### src/apb_pkg.sv
package apb_pkg;

    //------------------------------------------------------------------------
    // apb bus between the clients and the counter bank

    // bank address, one word per client
    typedef logic [2:0] apb_addr_t;

    // counter word
    typedef logic [7:0] apb_data_t;

    // client master sequence, one read-modify-write per grant
    typedef enum logic [2:0]
    {
        ph_wait,
        ph_rd_setup,
        ph_rd_access,
        ph_wr_setup,
        ph_wr_access,
        ph_release
    }
    apb_phase_t;

endpackage

### src/arb_pkg.sv
package arb_pkg;

    //------------------------------------------------------------------------
    // peer clients sharing the bank

    // four keys plus four switches
    localparam int n_clients = 8;

    // one bit per client, used for req and gnt
    typedef logic [n_clients - 1:0] client_vec_t;

    // client number, also the bank address
    typedef logic [$clog2 (n_clients) - 1:0] client_idx_t;

    //------------------------------------------------------------------------
    // arbiter fsm

    typedef enum logic
    {
        arb_idle,
        // grant held until owner drops req
        arb_owned
    }
    arb_state_t;

endpackage

### src/apb_client.sv
`timescale 1ns/1ps

module apb_client
(
    input                        clk,
    input                        rst,
    input                        trig,
    output logic                 req,
    input                        gnt,
    input  arb_pkg::client_idx_t id,
    output logic                 psel,
    output logic                 penable,
    output logic                 pwrite,
    output apb_pkg::apb_addr_t   paddr,
    output apb_pkg::apb_data_t   pwdata,
    input  apb_pkg::apb_data_t   prdata,
    input                        pready
);

    import apb_pkg::*;

    logic       trig_s1;
    logic       trig_s2;
    logic       trig_d;
    logic       rise;
    logic       pending;
    apb_phase_t phase;
    apb_data_t  rdata_q;

    //------------------------------------------------------------------------
    // key sync, edge detect, pending request

    assign rise = trig_s2 & ~ trig_d;

    always_ff @ (posedge clk)
    begin
        if (rst)
        begin
            trig_s1 <= 1'b0;
            trig_s2 <= 1'b0;
            trig_d  <= 1'b0;
            pending <= 1'b0;
        end
        else
        begin
            trig_s1 <= trig;
            trig_s2 <= trig_s1;
            trig_d  <= trig_s2;

            // clear wins over a new edge, edges while pending are absorbed
            if (phase == ph_release)
                pending <= 1'b0;
            else if (rise)
                pending <= 1'b1;
        end
    end

    // dropped in release so the arbiter can let go
    assign req = pending & (phase != ph_release);

    //------------------------------------------------------------------------
    // read-modify-write master

    always_ff @ (posedge clk)
    begin
        if (rst)
            phase <= ph_wait;
        else
        begin
            case (phase)
                ph_wait:      if (gnt && pending) phase <= ph_rd_setup;
                ph_rd_setup:  phase <= ph_rd_access;
                ph_rd_access: if (pready) phase <= ph_wr_setup;
                ph_wr_setup:  phase <= ph_wr_access;
                ph_wr_access: if (pready) phase <= ph_release;
                default:      phase <= ph_wait;
            endcase
        end
    end

    // read data, kept for the write
    always_ff @ (posedge clk)
    begin
        if (phase == ph_rd_access && pready)
            rdata_q <= prdata;
    end

    assign psel    = (phase != ph_wait) & (phase != ph_release);
    assign penable = (phase == ph_rd_access) | (phase == ph_wr_access);
    assign pwrite  = (phase == ph_wr_setup)  | (phase == ph_wr_access);

    // own counter lives at own index
    assign paddr   = id;
    assign pwdata  = rdata_q + 1'b1;

endmodule

### src/apb_share.sv
`timescale 1ns/1ps

module apb_share
(
    input                                              clk,
    input                                              rst,
    input                                              ena,
    input  arb_pkg::client_vec_t                       req,
    output arb_pkg::client_vec_t                       gnt,

    // per-client master side
    input  arb_pkg::client_vec_t                       m_psel,
    input  arb_pkg::client_vec_t                       m_penable,
    input  arb_pkg::client_vec_t                       m_pwrite,
    input  apb_pkg::apb_addr_t [arb_pkg::n_clients - 1:0] m_paddr,
    input  apb_pkg::apb_data_t [arb_pkg::n_clients - 1:0] m_pwdata,

    // shared bus toward the bank
    output logic                                       psel,
    output logic                                       penable,
    output logic                                       pwrite,
    output apb_pkg::apb_addr_t                         paddr,
    output apb_pkg::apb_data_t                         pwdata
);

    import arb_pkg::*;

    //------------------------------------------------------------------------
    // round-robin arbiter, plain level req and gnt

    rr_arbiter i_arbiter
    (
        .clk ( clk ),
        .rst ( rst ),
        .ena ( ena ),
        .req ( req ),
        .gnt ( gnt )
    );

    //------------------------------------------------------------------------
    // and-or mux on the one-hot grant
    // no grant gives an all-zero idle bus

    always_comb
    begin
        psel    = 1'b0;
        penable = 1'b0;
        pwrite  = 1'b0;
        paddr   = '0;
        pwdata  = '0;

        for (int i = 0; i < n_clients; i++)
        begin
            if (gnt [i])
            begin
                psel    = psel    | m_psel    [i];
                penable = penable | m_penable [i];
                pwrite  = pwrite  | m_pwrite  [i];
                paddr   = paddr   | m_paddr   [i];
                pwdata  = pwdata  | m_pwdata  [i];
            end
        end
    end

endmodule

### src/grant_counters.sv
`timescale 1ns/1ps

module grant_counters
(
    input                                              clk,
    input                                              rst,

    // apb slave side
    input                                              psel,
    input                                              penable,
    input                                              pwrite,
    input  apb_pkg::apb_addr_t                         paddr,
    input  apb_pkg::apb_data_t                         pwdata,
    output apb_pkg::apb_data_t                         prdata,
    output logic                                       pready,

    // all counters for the display
    output apb_pkg::apb_data_t [arb_pkg::n_clients - 1:0] cnt_all
);

    import arb_pkg::*;
    import apb_pkg::*;

    apb_data_t [n_clients - 1:0] cnt;
    logic                        wr_en;

    //------------------------------------------------------------------------
    // zero wait states

    assign pready = 1'b1;

    // write lands in the access cycle
    assign wr_en = psel & penable & pwrite & pready;

    always_ff @ (posedge clk)
    begin
        if (rst)
            cnt <= '0;
        else if (wr_en)
            cnt [paddr] <= pwdata;
    end

    //------------------------------------------------------------------------
    // read path, valid in setup and access

    assign prdata  = (psel && ! pwrite) ? cnt [paddr] : '0;

    assign cnt_all = cnt;

endmodule

### src/lab_top.sv
`timescale 1ns/1ps

module lab_top
# (
    parameter clk_mhz   = 50,
              strobe_hz = 3,
              scan_div  = 1024
)
(
    input                        clk,
    input                        rst,

    // keys and switches are the request sources
    input        [3:0]           key,
    input        [3:0]           sw,
    output arb_pkg::client_vec_t led,

    output logic [7:0]           abcdefgh,
    output arb_pkg::client_vec_t digit,

    output logic [3:0]           red,
    output logic [3:0]           green,
    output logic [3:0]           blue,
    output logic [15:0]          sound,
    output logic                 uart_tx
);

    import arb_pkg::*;
    import apb_pkg::*;

    //------------------------------------------------------------------------
    // unused board outputs

    assign red     = '0;
    assign green   = '0;
    assign blue    = '0;
    assign sound   = '0;
    assign uart_tx = 1'b1;

    //------------------------------------------------------------------------

    client_vec_t               trig;
    client_vec_t               req;
    client_vec_t               gnt;
    client_vec_t               m_psel;
    client_vec_t               m_penable;
    client_vec_t               m_pwrite;
    apb_addr_t [n_clients-1:0] m_paddr;
    apb_data_t [n_clients-1:0] m_pwdata;
    apb_data_t [n_clients-1:0] cnt_all;

    logic      enable;
    logic      psel;
    logic      penable;
    logic      pwrite;
    logic      pready;
    apb_addr_t paddr;
    apb_data_t pwdata;
    apb_data_t prdata;

    // key 0 is client 0, switches follow the keys
    assign trig = { sw, key };

    // one-hot owner on the leds
    assign led  = gnt;

    // slow grant pacing
    strobe_gen # (.clk_mhz (clk_mhz), .strobe_hz (strobe_hz)) i_strobe_gen
    (
        .clk    ( clk    ),
        .rst    ( rst    ),
        .strobe ( enable )
    );

    //------------------------------------------------------------------------
    // peer clients, identical except for their index

    for (genvar i = 0; i < n_clients; i++)
    begin : g_client
        apb_client i_client
        (
            .clk     ( clk                 ),
            .rst     ( rst                 ),
            .trig    ( trig      [i]       ),
            .req     ( req       [i]       ),
            .gnt     ( gnt       [i]       ),
            .id      ( client_idx_t' (i)   ),
            .psel    ( m_psel    [i]       ),
            .penable ( m_penable [i]       ),
            .pwrite  ( m_pwrite  [i]       ),
            .paddr   ( m_paddr   [i]       ),
            .pwdata  ( m_pwdata  [i]       ),
            .prdata  ( prdata              ),
            .pready  ( pready              )
        );
    end

    //------------------------------------------------------------------------
    // arbitration and shared bus

    apb_share i_share
    (
        .clk       ( clk       ),
        .rst       ( rst       ),
        .ena       ( enable    ),
        .req       ( req       ),
        .gnt       ( gnt       ),
        .m_psel    ( m_psel    ),
        .m_penable ( m_penable ),
        .m_pwrite  ( m_pwrite  ),
        .m_paddr   ( m_paddr   ),
        .m_pwdata  ( m_pwdata  ),
        .psel      ( psel      ),
        .penable   ( penable   ),
        .pwrite    ( pwrite    ),
        .paddr     ( paddr     ),
        .pwdata    ( pwdata    )
    );

    grant_counters i_counters
    (
        .clk     ( clk     ),
        .rst     ( rst     ),
        .psel    ( psel    ),
        .penable ( penable ),
        .pwrite  ( pwrite  ),
        .paddr   ( paddr   ),
        .pwdata  ( pwdata  ),
        .prdata  ( prdata  ),
        .pready  ( pready  ),
        .cnt_all ( cnt_all )
    );

    seg_display # (.scan_div (scan_div)) i_display
    (
        .clk      ( clk      ),
        .rst      ( rst      ),
        .cnt_all  ( cnt_all  ),
        .abcdefgh ( abcdefgh ),
        .digit    ( digit    )
    );

endmodule

### src/rr_arbiter.sv
`timescale 1ns/1ps

module rr_arbiter
(
    input                        clk,
    input                        rst,
    input                        ena,
    input  arb_pkg::client_vec_t req,
    output arb_pkg::client_vec_t gnt
);

    import arb_pkg::*;

    arb_state_t  state;
    client_idx_t owner;

    client_idx_t                  start;
    logic [2 * n_clients - 1:0]   req_dbl;
    client_vec_t                  req_rot;
    client_vec_t                  gnt_rot;
    logic [2 * n_clients - 1:0]   gnt_dbl;
    client_vec_t                  nxt_gnt;
    client_idx_t                  offset;
    client_idx_t                  nxt_owner;

    //------------------------------------------------------------------------
    // rotate so the client after the last owner sits at bit 0

    assign start   = owner + client_idx_t' (1);
    assign req_dbl = { req, req } >> start;
    assign req_rot = req_dbl [n_clients - 1:0];

    // lowest set bit wins
    assign gnt_rot = req_rot & ~ (req_rot - 1'b1);

    // rotate the one-hot back into client order
    assign gnt_dbl = { gnt_rot, gnt_rot } << start;
    assign nxt_gnt = gnt_dbl [2 * n_clients - 1:n_clients];

    // position of the winner, counted from start
    always_comb
    begin
        offset = '0;
        for (int i = 0; i < n_clients; i++)
        begin
            if (gnt_rot [i])
                offset = client_idx_t' (i);
        end
    end

    assign nxt_owner = start + offset;

    //------------------------------------------------------------------------
    // fsm, new grants only on the strobe

    always_ff @ (posedge clk)
    begin
        if (rst)
        begin
            state <= arb_idle;
            // so the first search starts at client 0
            owner <= client_idx_t' (n_clients - 1);
            gnt   <= '0;
        end
        else
        begin
            case (state)
                arb_idle:
                begin
                    if (ena && (| req))
                    begin
                        state <= arb_owned;
                        owner <= nxt_owner;
                        gnt   <= nxt_gnt;
                    end
                end
                arb_owned:
                begin
                    // owner done, free the bus next cycle
                    if (! req [owner])
                    begin
                        state <= arb_idle;
                        gnt   <= '0;
                    end
                end
                default:
                begin
                    state <= arb_idle;
                    gnt   <= '0;
                end
            endcase
        end
    end

endmodule

### src/seg_display.sv
`timescale 1ns/1ps

module seg_display
# (
    parameter scan_div = 1024
)
(
    input                                              clk,
    input                                              rst,
    input  apb_pkg::apb_data_t [arb_pkg::n_clients - 1:0] cnt_all,
    output logic               [7:0]                   abcdefgh,
    output arb_pkg::client_vec_t                       digit
);

    import arb_pkg::*;
    import apb_pkg::*;

    localparam w_scan = scan_div > 1 ? $clog2 (scan_div) : 1;

    logic [w_scan - 1:0] scan_cnt;
    client_idx_t         idx;
    apb_data_t           cur;

    //------------------------------------------------------------------------
    // digit scan, one step every scan_div cycles

    always_ff @ (posedge clk)
    begin
        if (rst)
        begin
            scan_cnt <= '0;
            idx      <= '0;
        end
        else if (scan_cnt == w_scan' (scan_div - 1))
        begin
            scan_cnt <= '0;
            idx      <= idx + 1'b1;
        end
        else
            scan_cnt <= scan_cnt + 1'b1;
    end

    // active high, digit i shows client i
    assign digit = client_vec_t' (1) << idx;
    assign cur   = cnt_all [idx];

    //------------------------------------------------------------------------
    // hex decode, a is the msb, dp off

    always_comb
    begin
        case (cur [3:0])
            4'h0: abcdefgh = 8'b1111_1100;
            4'h1: abcdefgh = 8'b0110_0000;
            4'h2: abcdefgh = 8'b1101_1010;
            4'h3: abcdefgh = 8'b1111_0010;
            4'h4: abcdefgh = 8'b0110_0110;
            4'h5: abcdefgh = 8'b1011_0110;
            4'h6: abcdefgh = 8'b1011_1110;
            4'h7: abcdefgh = 8'b1110_0000;
            4'h8: abcdefgh = 8'b1111_1110;
            4'h9: abcdefgh = 8'b1111_0110;
            4'ha: abcdefgh = 8'b1110_1110;
            4'hb: abcdefgh = 8'b0011_1110;
            4'hc: abcdefgh = 8'b1001_1100;
            4'hd: abcdefgh = 8'b0111_1010;
            4'he: abcdefgh = 8'b1001_1110;
            default: abcdefgh = 8'b1000_1110;
        endcase
    end

endmodule

### src/strobe_gen.sv
`timescale 1ns/1ps

module strobe_gen
# (
    parameter clk_mhz   = 50,
              strobe_hz = 3
)
(
    input        clk,
    input        rst,
    output logic strobe
);

    // clock cycles between strobes
    localparam period = clk_mhz * 1000 * 1000 / strobe_hz;
    localparam w_cnt  = period > 1 ? $clog2 (period) : 1;

    logic [w_cnt - 1:0] cnt;

    // free running down-counter, strobe on reload
    always_ff @ (posedge clk)
    begin
        if (rst)
        begin
            cnt    <= w_cnt' (period - 1);
            strobe <= 1'b0;
        end
        else if (cnt == '0)
        begin
            cnt    <= w_cnt' (period - 1);
            strobe <= 1'b1;
        end
        else
        begin
            cnt    <= cnt - 1'b1;
            strobe <= 1'b0;
        end
    end

endmodule

### config.mk
export PLATFORM = sky130hd
export DESIGN_NAME = lab_top
export DESIGN_NICKNAME = d
export VERILOG_FILES = /design/src/apb_pkg.sv /design/src/arb_pkg.sv /design/src/apb_client.sv /design/src/apb_share.sv /design/src/grant_counters.sv /design/src/lab_top.sv /design/src/rr_arbiter.sv /design/src/seg_display.sv /design/src/strobe_gen.sv
export SDC_FILE = /design/constraint.sdc
export NUM_CORES = 1
export LEC_CHECK = 0
export ABC_AREA = 1
export ABC_CLOCK_PERIOD_IN_PS = 3300
export BUFFER_PORTS_ARGS = -buffer_cell sky130_fd_sc_hd__buf_2
export CAP_MARGIN = 15
export CORE_ASPECT_RATIO = 0.75
export CORE_MARGIN = 10
export CORE_UTILIZATION = 58
export CTS_CLUSTER_SIZE = 24
export DETAILED_ROUTE_END_ITERATION = 12
export GPL_TIMING_DRIVEN = 0
export PLACE_DENSITY = 0.77
export SLEW_MARGIN = 20
export SYNTH_ARGS = -nofsm -noshare
export SYNTH_HDL_FRONTEND = slang
export SYNTH_SLANG_ARGS = --single-unit
### constraint.sdc
create_clock -name clk -period 3.3 [get_ports clk]
set_clock_uncertainty 0.15 [all_clocks]
set_input_delay 0.33 -clock clk [delete_from_list [all_inputs] [get_ports clk]]
set_output_delay 0.33 -clock clk [all_outputs]
set_load 0.02 [all_outputs]
After elaboration in Yosys (flattened, before gate mapping):

Memory sizes are Yosys's and may differ from the RTL's.
Index checks and enable logic that the tools add are counted.

* bits of input ports: 10
* register bits: 234
* logic and storage cells: 346
* memories kept: 1
* ROM bits: 112
* output and inout bits: 53

Memory list
* (no name shown): words 16, width 7, rd ports 1, clocked after Yosys merged registers in 0, wr ports 0, line seg_display.sv:52 `case (cur [3:0])`

* order comparisons: 4
* shift-type cells: 3
* reductions and logical operators: 42
* bitwise operators: 81
* eq/ne operators: 59
* mux-type cells: 79
* $add $sub $neg: 14

Operators with widths (number)
* case mux 3 bit (5 select lines): 8
* 2-to-1 mux 8 bit: 13
* adder 8 x 1 -> 8 bit, second input constant: 8
* bitwise mux 64 bit: 1
* OR 8 bit: 7
* 2-to-1 mux 3 bit: 18
* binary-select mux 8 bit (select 3 bit): 2
* == test 3 x 2 -> 1 bit, second input constant: 16
* == test 3 bit, second input constant: 16
* OR 1 bit: 37
* 2-to-1 mux 1 bit: 30
* bitwise AND 1 bit: 26
* demux 8 bit (select 3 bit): 1
* == test 3 x 1 -> 1 bit, second input constant: 8
* logical NOT 24 bit: 1
* logical NOT 3 bit: 8
* != test 3 bit, second input constant: 8
* nonzero test 3 bit: 8
* subtractor 24 x 1 -> 24 bit, second input constant: 1
* OR reduction 2 bit: 10
* != test 2 x 1 -> 1 bit, second input constant: 8
* case mux 8 bit (2 select lines): 1
* << shifter 16 x 3 -> 16 bit: 1
* right shift 16 x 3 -> 8 bit: 1
* 20 further kinds: 44

Longest topological paths before layout:

Gate-level depths: netlist (run 1).

* word-level depth: 20
* gate-level depth with buffers: 18
* mapped depth without buffers: 17

By module:

From an unflattened synthesis (run 1), not the netlist that was laid out.

* cells, all modules: 1979
* area total of the unflattened synthesis: 13817.0 µm²

Modules (own cells, without submodules)
* apb_client: cells an instance 79, sequential area each 380.4 µm², area each 699.4 µm², instances 8
* grant_counters: cells an instance 434, sequential area each 1281.2 µm², area each 2969.1 µm², instances 1
* strobe_gen: cells an instance 202, sequential area each 500.5 µm², area each 1432.6 µm², instances 1
* seg_display: cells an instance 225, sequential area each 260.2 µm², area each 1360.1 µm², instances 1
* rr_arbiter: cells an instance 237, sequential area each 240.2 µm², area each 1356.3 µm², instances 1
* apb_share: cells an instance 218, sequential area each 0.0 µm², area each 878.3 µm², instances 1
* lab_top: cells an instance 31, sequential area each 0.0 µm², area each 225.2 µm², instances 1

Worst setup path before layout (run 1):

No wires, ideal clock.

* path kind: register to register
* from: register i_share.i_arbiter.owner[1]
* to: register i_share.i_arbiter.owner[2]
* setup slack: 0.400 ns
* library setup time: 0.115 ns
* clock period less this slack: 2.900 ns
* arrival time: 2.635 ns
* path buffers: 2
* cell stages (with the launch flop): 19
* required time: 3.035 ns
* cells stage by stage: dfxtp_1 -> ha_1 -> buf_2 -> inv_2 -> buf_4 -> nand3_1 -> nand2_1 -> nand2_1 -> nand2_1 -> nand3_1 -> nor2_1 -> nand2_1 -> nand4_1 -> ha_1 -> fa_1 -> xnor2_1 -> or2_1 -> nand3_1 -> nand2_1

* cells in the longest elaborated chain, start to end: 13

Ends and longest elaborated chain
* from (decl): line rr_arbiter.sv:15 `client_idx_t owner;`
* from (signal assigned): line rr_arbiter.sv:62 `owner <= client_idx_t' (n_clients - 1);`
* from (signal assigned): line rr_arbiter.sv:73 `owner <= nxt_owner;`
* adder 3 x 1 -> 3 bit (*): line rr_arbiter.sv:29 `assign start = owner + client_idx_t' (1);`
* right shift 16 x 3 -> 8 bit: line rr_arbiter.sv:30 `assign req_dbl = { req, req } >> start;`
* subtractor 8 x 1 -> 8 bit: line rr_arbiter.sv:34 `assign gnt_rot = req_rot & ~ (req_rot - 1'b1);`
* inverter 8 bit: line rr_arbiter.sv:34
* bitwise AND 8 bit: line rr_arbiter.sv:34
* 2-to-1 mux 1 bit: line rr_arbiter.sv:46 `if (gnt_rot [i])`
* 2-to-1 mux 3 bit (6 in a row): line rr_arbiter.sv:46
* adder 3 bit (*): line rr_arbiter.sv:51 `assign nxt_owner = start + offset;`

Every way passes the cells marked *; elsewhere a longest branch is shown, timed or not.
A chain may end at the register's enable or synchronous reset.

Worst setup path in the final report (run 1):

* from: register i_display.idx[0]
* to: output abcdefgh[6]

* cells in the longest elaborated chain, start to end: 3

Ends and longest elaborated chain
* from (decl): line seg_display.sv:21 `client_idx_t idx;`
* from (signal assigned): line seg_display.sv:37 `idx <= idx + 1'b1;`
* binary-select mux 8 bit (select 3 bit): line seg_display.sv:45 `assign cur = cnt_all [idx];`
* 2-to-1 mux 4 bit (implied by the code): line seg_display.sv:45
* memory (16 x 7 bit)
* to (decl): line lab_top.sv:18 `output logic [7:0] abcdefgh,`

Every way passes these cells. The select of a mux whose other input is x is not followed.

==> results of run 1 <==
[cells by family after synthesis]
| kind of cell | share of synthesized area |
|---|---|
| AND/OR/NAND/NOR | 0.267 |
| adder cells (fa/ha/maj) | 0.0371 |
| flip-flops | 0.415 |
| XOR/XNOR | 0.0243 |
| buffers and inverters | 0.117 |
| AO/OA/AOI/OAI | 0.138 |
| other | 0.000838 |
[cells in the mapped netlist, types with 9 or more instances]
master / number
dfxtp_1: 138
o21ai_0: 80
a21oi_1: 77
xnor2_1: 9
nand2_1: 219
nor2_1: 146
nand3_1: 102
xor2_1: 14
o22ai_1: 12
buf_4: 41
nor2_2: 12
nor3_1: 27
clkbuf_1: 12
inv_1: 155
edfxtp_1: 32
ha_1: 25
[how the worst max path moves through the flow]
stage	start	endpoint
2_1_floorplan	i_share.i_arbiter.owner[1]$_SDFFE_PP1P_	i_share.i_arbiter.owner[2]$_SDFFE_PP1P_
6_report	i_display.idx[0]$_SDFFE_PP0P_	abcdefgh[6]
5_1_grt	i_display.idx[0]$_SDFFE_PP0P_	abcdefgh[4]
4_1_cts	i_display.idx[0]$_SDFFE_PP0P_	abcdefgh[4]
3_5_place_dp	i_share.i_arbiter.owner[1]$_SDFFE_PP1P_	i_share.i_arbiter.owner[2]$_SDFFE_PP1P_
3_3_place_gp	i_share.i_arbiter.gnt[5]$_SDFFE_PP0P_	g_client[0].i_client.rdata_q[2]$_DFFE_PN_
[layer usage]
metal | up-vias | share of wire | global-route usage
met5 | - | 0 | 0
met1 | 3772 | 0.45 | 0.310
li1 | 4116 | - | -
met4 | 0 | 0.016 | 0.0635
met3 | 34 | 0.12 | 0.0706
met2 | 365 | 0.42 | 0.314
[power groups by stage]
stage	Clock, W	Combinational (W)	Sequential [W]
2_1_floorplan	0	0.000326	0.00229
5_1_grt	0.00208	0.000480	0.00227
3_5_place_dp	0	0.000403	0.00230
3_3_place_gp	0	0.000395	0.00230
6_report	0.00198	0.000424	0.00226
4_1_cts	0.00200	0.000416	0.00226
[layout make-up]
cell class,count,area share
Clock buffer,17,0.0413
Timing Repair Buffer,48,0.0292
Timing Repair inverter,1,0.000729
Multi-Input combinational cell,841,0.423
Clock inverter,15,0.0149
Sequential cell,170,0.362
Tap cell,205,0.0249
Inverter,160,0.0589
Buffer,67,0.0445
[registers in the layout, indices dropped and copies added, names as in the netlist, 3 cells and up]
name / count
g_client.i_client.rdata_q: 32
i_counters.cnt_all: 32
g_client.i_client.phase: 24
i_strobe_gen.cnt: 24
i_display.scan_cnt: 10
g_client.i_client.pending: 8
g_client.i_client.trig_d: 8
g_client.i_client.trig_s1: 8
g_client.i_client.trig_s2: 8
i_share.i_arbiter.gnt: 8
i_display.idx: 3
i_share.i_arbiter.owner: 3
[cell usage in the layout, fill, tap and decap left out, types with 4 or more instances in the layout]
master         instances
a211oi_1               5
a21oi_1               77
a221oi_1               5
a31oi_1                7
buf_1                  7
buf_2                 35
buf_4                 50
clkbuf_1               8
clkbuf_16             17
conb_1                30
dfxtp_1              136
dlygate4sd3_1          8
edfxtp_1              32
ha_1                  24
inv_1                154
inv_8                  5
nand2_1              216
nand3_1              101
nand3_2                4
nand4_1                8
nor2_1               146
nor2_2                12
nor3_1                27
nor3b_1                4
o211ai_1               8
o21ai_0               80
o221ai_1               4
o22ai_1               12
or2_2                  5
xnor2_1                9
xor2_1                14
[worst max-delay path: stages, from the launching register on]
cell and delay, ps:
dfxtp_1 360, buf_4 190, clkbuf_4 190, o21ai_0 290
nand3_1 110, nand2_1 350, inv_1 210, nand2_1 110
o21ai_0 110, a21o_1 180, buf_2 160
[through the flow]
step,hold WS [ps],util,power (W)
floorplan,215,-,0.00261
global placement,224,0.625,0.00269
detailed placement,229,0.627,0.00271
CTS,246,0.671,0.00467
global route,272,0.679,0.00483
finish,244,0.679,0.00466
[timing repair]
item / 4_1_cts / 5_1_grt
gates resized for setup: 4 / 25
setup buffers: 0 / 6
hold buffers: 8 / 0
pin swaps: 0 / 3
endpoints found under the setup margin: 7 / 16
gates cloned: 0 / 1
endpoints found under the hold margin: 8 / 0
==> impl_metrics.ini, run 1 <==
[status]
outcome = complete, no violations

[synth]
synthCells = 1211
synth_area_leaders = dfxtp_1 (31%), edfxtp_1 (11%), nand2_1 (9.2%)
ys.flop_type = dfxtp_1
synth_top_area_cell = dfxtp_1
ys_types = 59
synth.avg_cell_area_sq_um = 7.40
syn-cell-area_sq_mm = 0.00896
yosys_register_bits = 170
async_reset_ff_frac = 0
synth_top_area_share = 0.308
yosysSeqAreaShare = 0.415
yosys_warnings = 0
synth_edf_count = 32

[cells_and_area]
n_fill_cell = 1333
multi_input_area_sq_mm = 0.00436
area_growth_pct = 14.9
final_cells = 1524
drive_above_1_share = 0.132
design_area_sq_mm = 0.0103
seqCellArea_sq_mm = 0.00373
nets = 1342
num_antenna_cells = 0

[die]
dieArea_sq_mm = 0.0209
pin_count = 63
core_sq_mm = 0.0152
start_util = 0.591
die_width_um = 164
die_h_um = 128
rows = 39

[drt]
wl_per_cell_um = 15.1
avgViaCountPerCell = 5.44
drc = 0
drt-total-wl_um = 23000
first_iter_violations = 926
detail-route-antenna-nets = 0
vias = 8287
first_pass_iters = 6

[placement]
placed_cells = 1478
place_area_sq_mm = 0.00951
dp_slack_ps = 37.6
gp_congestion = 0.965
post-dp-hpwl_um = 16600
io_buffer_count = 32

[pwr]
power_density_mw_per_mm2 = 452
clock_power_share = 0.425
power.switching_w = 0.00125
combPwrFrac = 0.091
total_leakage_power_nw = 4.54
internal-power_w = 0.00341
seq_power_share = 0.484
ir_worst_vdd_mv = 0.364
p_sw_frac = 0.268

[timing]
grt_setup_unrepaired = true
max_slew_margin = 0.352
clock.fmax_ghz = 0.314
setup_slack_ps = 118
maxSlewViolCount = 0
period_minus_slack_ps = 3180
hold_viol = 0
setup_viol = 0
worst-slew-pin-transition_ps = 972
fin_setup_tns_ps = 0
period_share = 0.964

[grt]
overflow = 0
grt_antenna_before_repair = 0
grt_pass1_vias = 7601
grt_usage = 0.220
grt_pass1_wl_um = 37600
grt_max_degree = 18

[clocking]
clkTransAtPathRegs_ps = 70
clock_sinks = 170
cts-root-buf = clkbuf_16
clkLatencyLatePin_ps = 440
cts_tree = done
clockBufferDepth = 2
ctsHtreeMaxLevel = 4
numCtsBuffers = 17

[worst_setup_path]
r2r_slack_ps = 230
cp_max_fo = 10
rr_worst_depth = 18
worstReg2RegStart = i_share.i_arbiter.owner[1]$_SDFFE_PP1P_
critical_path_class = register to output pin
r2r-end = i_share.i_arbiter.owner[2]$_SDFFE_PP1P_
cp.arrival_ps = 2700
crit_path_end_kind = output pin
cp.required_ps = 2820
start_kind = register

[min_path]
min_to = i_strobe_gen.cnt[0]$_SDFF_PP1_
hp-class = register to register
min-delay-start = i_strobe_gen.cnt[0]$_SDFF_PP1_
hold_depth = 1

[job]
cap_violations = 0
Note: power is estimated with default switching activity, not from simulation.
==> run 2: changes to the inputs <==
Settings changed: SETUP_SLACK_MARGIN set to 0.5.
==> impl_metrics.ini, run 2 (synthesized netlist as in run 1, its figures left out) <==
[status]
outcome = complete, no violations

[min_path]
min-delay-start = i_strobe_gen.cnt[0]$_SDFF_PP1_
hp-class = register to register
hold_depth = 1
min_to = i_strobe_gen.cnt[0]$_SDFF_PP1_

[cells_and_area]
final_cells = 1547
n_fill_cell = 1202
layout_commonest_cell = nand2_1
multi_input_area_sq_mm = 0.00482
nets = 1365
drive_above_1_share = 0.214
layout_common_cells = nand2_1 (191), inv_1 (147), nor2_1 (142)
seqCellArea_sq_mm = 0.00374
area_growth_pct = 23.4
num_antenna_cells = 0

[die]
die_h_um = 128
start_util = 0.591
rows = 39
pin_count = 63
dieArea_sq_mm = 0.0209
core_sq_mm = 0.0152
die_width_um = 164

[clocking]
clockBufferDepth = 2
clkTransAtPathRegs_ps = 70
cts_tree = done
cts-root-buf = clkbuf_16
clkLatencyLatePin_ps = 440
clock_sinks = 170
numCtsBuffers = 17
ctsHtreeMaxLevel = 4

[worst_setup_path]
cp_max_fo = 7
cp.required_ps = 3480
rr_worst_depth = 17
r2r_slack_ps = 380
crit_path_end_kind = register
critical_path_class = register to register
start_kind = register
cp.arrival_ps = 3100
startpoint = i_share.i_arbiter.owner[1]$_SDFFE_PP1P_
r2r-end = i_share.i_arbiter.owner[2]$_SDFFE_PP1P_
worstReg2RegStart = i_share.i_arbiter.owner[1]$_SDFFE_PP1P_

[timing]
period_minus_slack_ps = 2920
maxSlewViolCount = 0
clock.fmax_ghz = 0.342
grt_setup_unrepaired = true
setup_slack_ps = 375
timing.hold.ws_ps = 241
period_share = 0.886
max_slew_margin = 0.284
fin_setup_tns_ps = 0
worst-slew-pin-transition_ps = 1070
setup_viol = 0
hold_viol = 0

[pwr]
total_leakage_power_nw = 4.77
power_density_mw_per_mm2 = 423
ir_worst_vdd_mv = 0.399

[drt]
first_iter_violations = 1045
wl_per_cell_um = 15.8
first_pass_iters = 5
avgViaCountPerCell = 5.52
drc = 0
vias = 8545
detail-route-antenna-nets = 0
drt-total-wl_um = 24500

[grt]
top_usage_layer = met2
grtUsageMet2 = 0.330
overflow = 0
grt_pass1_vias = 7634
use_met3 = 0.0507
grt_usage = 0.221
met1_usage = 0.312
grt_max_degree = 17
grt_pass1_wl_um = 37800
grt_antenna_before_repair = 0

[placement]
io_buffer_count = 32
post-dp-hpwl_um = 17000
dp_slack_ps = 47.3
placed_cells = 1478
gp_congestion = 0.963

[job]
cap_violations = 0
[run 2: cell count changes in the layout (fill, tap and decap cells not counted), moves of 7 or more]
cell	delta
nand3_2	+23
buf_4	+18
o21ai_1	+9
nand2_1	-25
nand2_2	+19
nand3_1	-29
o21ai_0	-9
a21oi_2	+8
a21oi_1	-8
inv_1	-7
[run 2: final cells by class]
type	count	share of cell area
clock buffers	19	0.0401
flip-flops and latches	170	0.338
repair buffers	71	0.0463
well taps	205	0.0232
clock inverters	13	0.0118
plain buffers	68	0.0482
inverters	160	0.0569
multi-input cells	841	0.436
[run 2: per-layer routing]
metal / routed length, um / part of all wire / vias up
li1: - / - / 4177
met1: 11000 / 0.45 / 3920
met2: 10700 / 0.44 / 411
met3: 2450 / 0.10 / 37
met4: 299 / 0.012 / 0
met5: 0 / 0 / -
[run 2: report_power, final]
part	total, W	internal, W	switching (W)
Sequential	0.00226	0.00220	0.0000630
Combinational	0.000456	0.000159	0.000297
Clock	0.00196	0.00108	0.000882
Total	0.00468	0.00344	0.00124
[run 2: how the worst max path moves through the flow]
stage                                                endpoint  slack, ps  cells past startpoint
detailed placement  g_client[2].i_client.rdata_q[3]$_DFFE_PN_         50                      9
global route          i_share.i_arbiter.owner[2]$_SDFFE_PP1P_        260                     17
finish                i_share.i_arbiter.owner[2]$_SDFFE_PP1P_        380                     17
global placement    g_client[0].i_client.rdata_q[2]$_DFFE_PN_        -80                      6
floorplan             i_share.i_arbiter.owner[2]$_SDFFE_PP1P_        520                     18
CTS                                               abcdefgh[7]        410                     13
[run 2: stage by stage]
| step | utilization | area, sq um | power, W |
|---|---|---|---|
| 6_report | 0.729 | 11100 | 0.00468 |
| 5_1_grt | 0.729 | 11100 | 0.00484 |
| 4_1_cts | 0.695 | 10500 | 0.00464 |
| 3_5_place_dp | 0.628 | 9530 | 0.00270 |
| 3_3_place_gp | 0.626 | 9500 | 0.00269 |
| 2_1_floorplan | - | 9090 | 0.00261 |
[run 2: worst max-delay path, stage by stage (launching register included)]
cell and delay (ps):
dfxtp_4 360, ha_4 270, buf_8 140, clkinv_8 70
nand3_1 130, nand2_1 110, nand2_1 90, nand2_2 90
nand2_4 100, nor2_4 40, nand3_2 80, nand4_1 110
ha_2 200, fa_2 350, xnor2_2 160, or2_1 250
nand3_2 70, nand2_1 50
[run 2: repair_timing]
action | in CTS | in global routing
endpoints found under the hold margin | 8 | 0
setup endpoints to repair | 17 | 33
pin swaps | 10 | 24
hold buffers | 8 | 0
gates cloned | 2 | 0
setup buffers | 21 | 6
gates resized for setup | 60 | 121
==> run 3: changes to the inputs <==
Settings changed: BUFFER_PORTS_ARGS -buffer_cell sky130_fd_sc_hd__buf_2 to -buffer_cell sky130_fd_sc_hd__buf_4.
==> impl_metrics.ini, run 3 (synthesized netlist as in run 1, its figures left out) <==
[cells_and_area]
final_cells = 1547
design_area_sq_mm = 0.0112
drive_above_1_share = 0.218
layout_common_cells = nand2_1 (187), inv_1 (146), nor2_1 (140)
seqCellArea_sq_mm = 0.00374
multi_input_area_sq_mm = 0.00486
num_antenna_cells = 0
area_growth_pct = 25.0
layout_commonest_cell = nand2_1
n_fill_cell = 1156
nets = 1365

[status]
outcome = complete, no violations

[placement]
io_buffer_count = 32
place_area_sq_mm = 0.00961
post-dp-hpwl_um = 16800
placed_cells = 1477
gp_congestion = 0.953

[grt]
grt_antenna_before_repair = 0
grt_pass1_vias = 7865
grt_usage = 0.225
overflow = 0
grt_max_degree = 19
grt_pass1_wl_um = 38400

[timing]
timing.hold.ws_ps = 252
grt_setup_unrepaired = true
hold_viol = 0
period_share = 0.913
clock.fmax_ghz = 0.332
max_slew_margin = 0.227
maxSlewViolCount = 0
setup_viol = 0
period_minus_slack_ps = 3010
worst-slew-pin-transition_ps = 1160

[clocking]
cts_tree = done
cts-root-buf = clkbuf_16
clock_sinks = 170
clkTransAtPathRegs_ps = 70
numCtsBuffers = 17
ctsHtreeMaxLevel = 4
clkLatencyLatePin_ps = 440
clockBufferDepth = 2

[drt]
detail-route-antenna-nets = 0
first_pass_iters = 6
avgViaCountPerCell = 5.55
drc = 0
wl_per_cell_um = 16.0
drt-total-wl_um = 24800
vias = 8583
first_iter_violations = 889

[pwr]
clock_power_share = 0.427
internal-power_w = 0.00345
ir_worst_vdd_mv = 0.385
total_power_w = 0.00475
seq_power_share = 0.475
combPwrFrac = 0.098
power.switching_w = 0.00131
total_leakage_power_nw = 4.79
power_density_mw_per_mm2 = 424
p_sw_frac = 0.275

[die]
dieArea_sq_mm = 0.0209
pin_count = 63
rows = 39
start_util = 0.591
die_h_um = 128
core_sq_mm = 0.0152
die_width_um = 164

[worst_setup_path]
critPathMaxStageDelay_ps = 380
start_kind = register
critical_path_class = register to output pin
cp_num_buf_inv = 6
crit_path_end_kind = output pin
cp.arrival_ps = 2530
cp_common_cell = buf_4
crit_chain = buf_8, buf_8, a21oi_2, o21ai_1, nand2_1, nand2_1, nand2_2, buf_4, buf_4, ha_4, nand2_2, buf_4, nor2_2, a31oi_1, buf_4
cp_max_fo = 5
cpLargestDelayFamily = buffers and inverters
slowest_stage = dfxtp_4
cp.required_ps = 2820

[job]
cap_violations = 0

[min_path]
hp-class = register to register
run 3: final cells by class:
| class | count | area share |
|---|---|---|
| Inverter | 160 | 0.0562 |
| Tap cell | 205 | 0.0229 |
| Clock inverter | 15 | 0.0156 |
| Sequential cell | 170 | 0.333 |
| Clock buffer | 17 | 0.0380 |
| Multi-Input combinational cell | 841 | 0.433 |
| Timing Repair Buffer | 71 | 0.0524 |
| Buffer | 68 | 0.0481 |
run 3: worst min-delay path, stage by stage, from the launching register on:
cell and delay, ps:
dfxtp_1 300, inv_1 40, nor2_1 30
run 3: per-stage QoR:
stage / utilization / TNS (ps) / worst slack (ps)
detailed placement: 0.633 / 0 / 167
global placement: 0.632 / -1100 / -138
floorplan: - / 0 / 516
CTS: 0.703 / 0 / 420
global route: 0.738 / 0 / 256
finish: 0.738 / 0 / 286
run 3: worst paths after layout:
| check | end | from | depth (start not counted) | slack, ps |
|---|---|---|---|---|
| worst min register to register | g_client[1].i_client.trig_s2$_SDFF_PP0_ | g_client[1].i_client.trig_s1$_SDFF_PP0_ | 2 | 250 |
| worst min-delay path | g_client[1].i_client.trig_s2$_SDFF_PP0_ | g_client[1].i_client.trig_s1$_SDFF_PP0_ | 2 | 250 |
| worst max register to register | i_share.i_arbiter.owner[2]$_SDFFE_PP1P_ | i_share.i_arbiter.owner[1]$_SDFFE_PP1P_ | 17 | 440 |
| worst max-delay path | abcdefgh[1] | i_display.idx[0]$_SDFFE_PP0P_ | 15 | 290 |
run 3: repair_timing:
action / 4_1_cts / 5_1_grt
pin swaps: 23 / 28
endpoints found under the setup margin: 17 / 42
setup buffers: 19 / 10
hold buffers: 8 / 0
hold endpoints to repair: 8 / 0
gates cloned: 0 / 1
resized for setup: 76 / 110
run 3: layer usage:
| layer | global-route usage | vias up | share of wire |
|---|---|---|---|
| met3 | 0.0594 | 54 | 0.10 |
| met1 | 0.311 | 3911 | 0.44 |
| met5 | 0 | - | 0 |
| met4 | 0.0708 | 0 | 0.017 |
| met2 | 0.335 | 442 | 0.44 |
| li1 | - | 4176 | - |
run 3: power groups by stage:
stage	Clock [W]	Sequential [W]	Combinational, W
after floorplan	0	0.00229	0.000326
after global placement	0	0.00230	0.000401
after detailed placement	0	0.00230	0.000407
after CTS	0.00203	0.00225	0.000431
after global routing	0.00213	0.00227	0.000520
final	0.00203	0.00226	0.000465
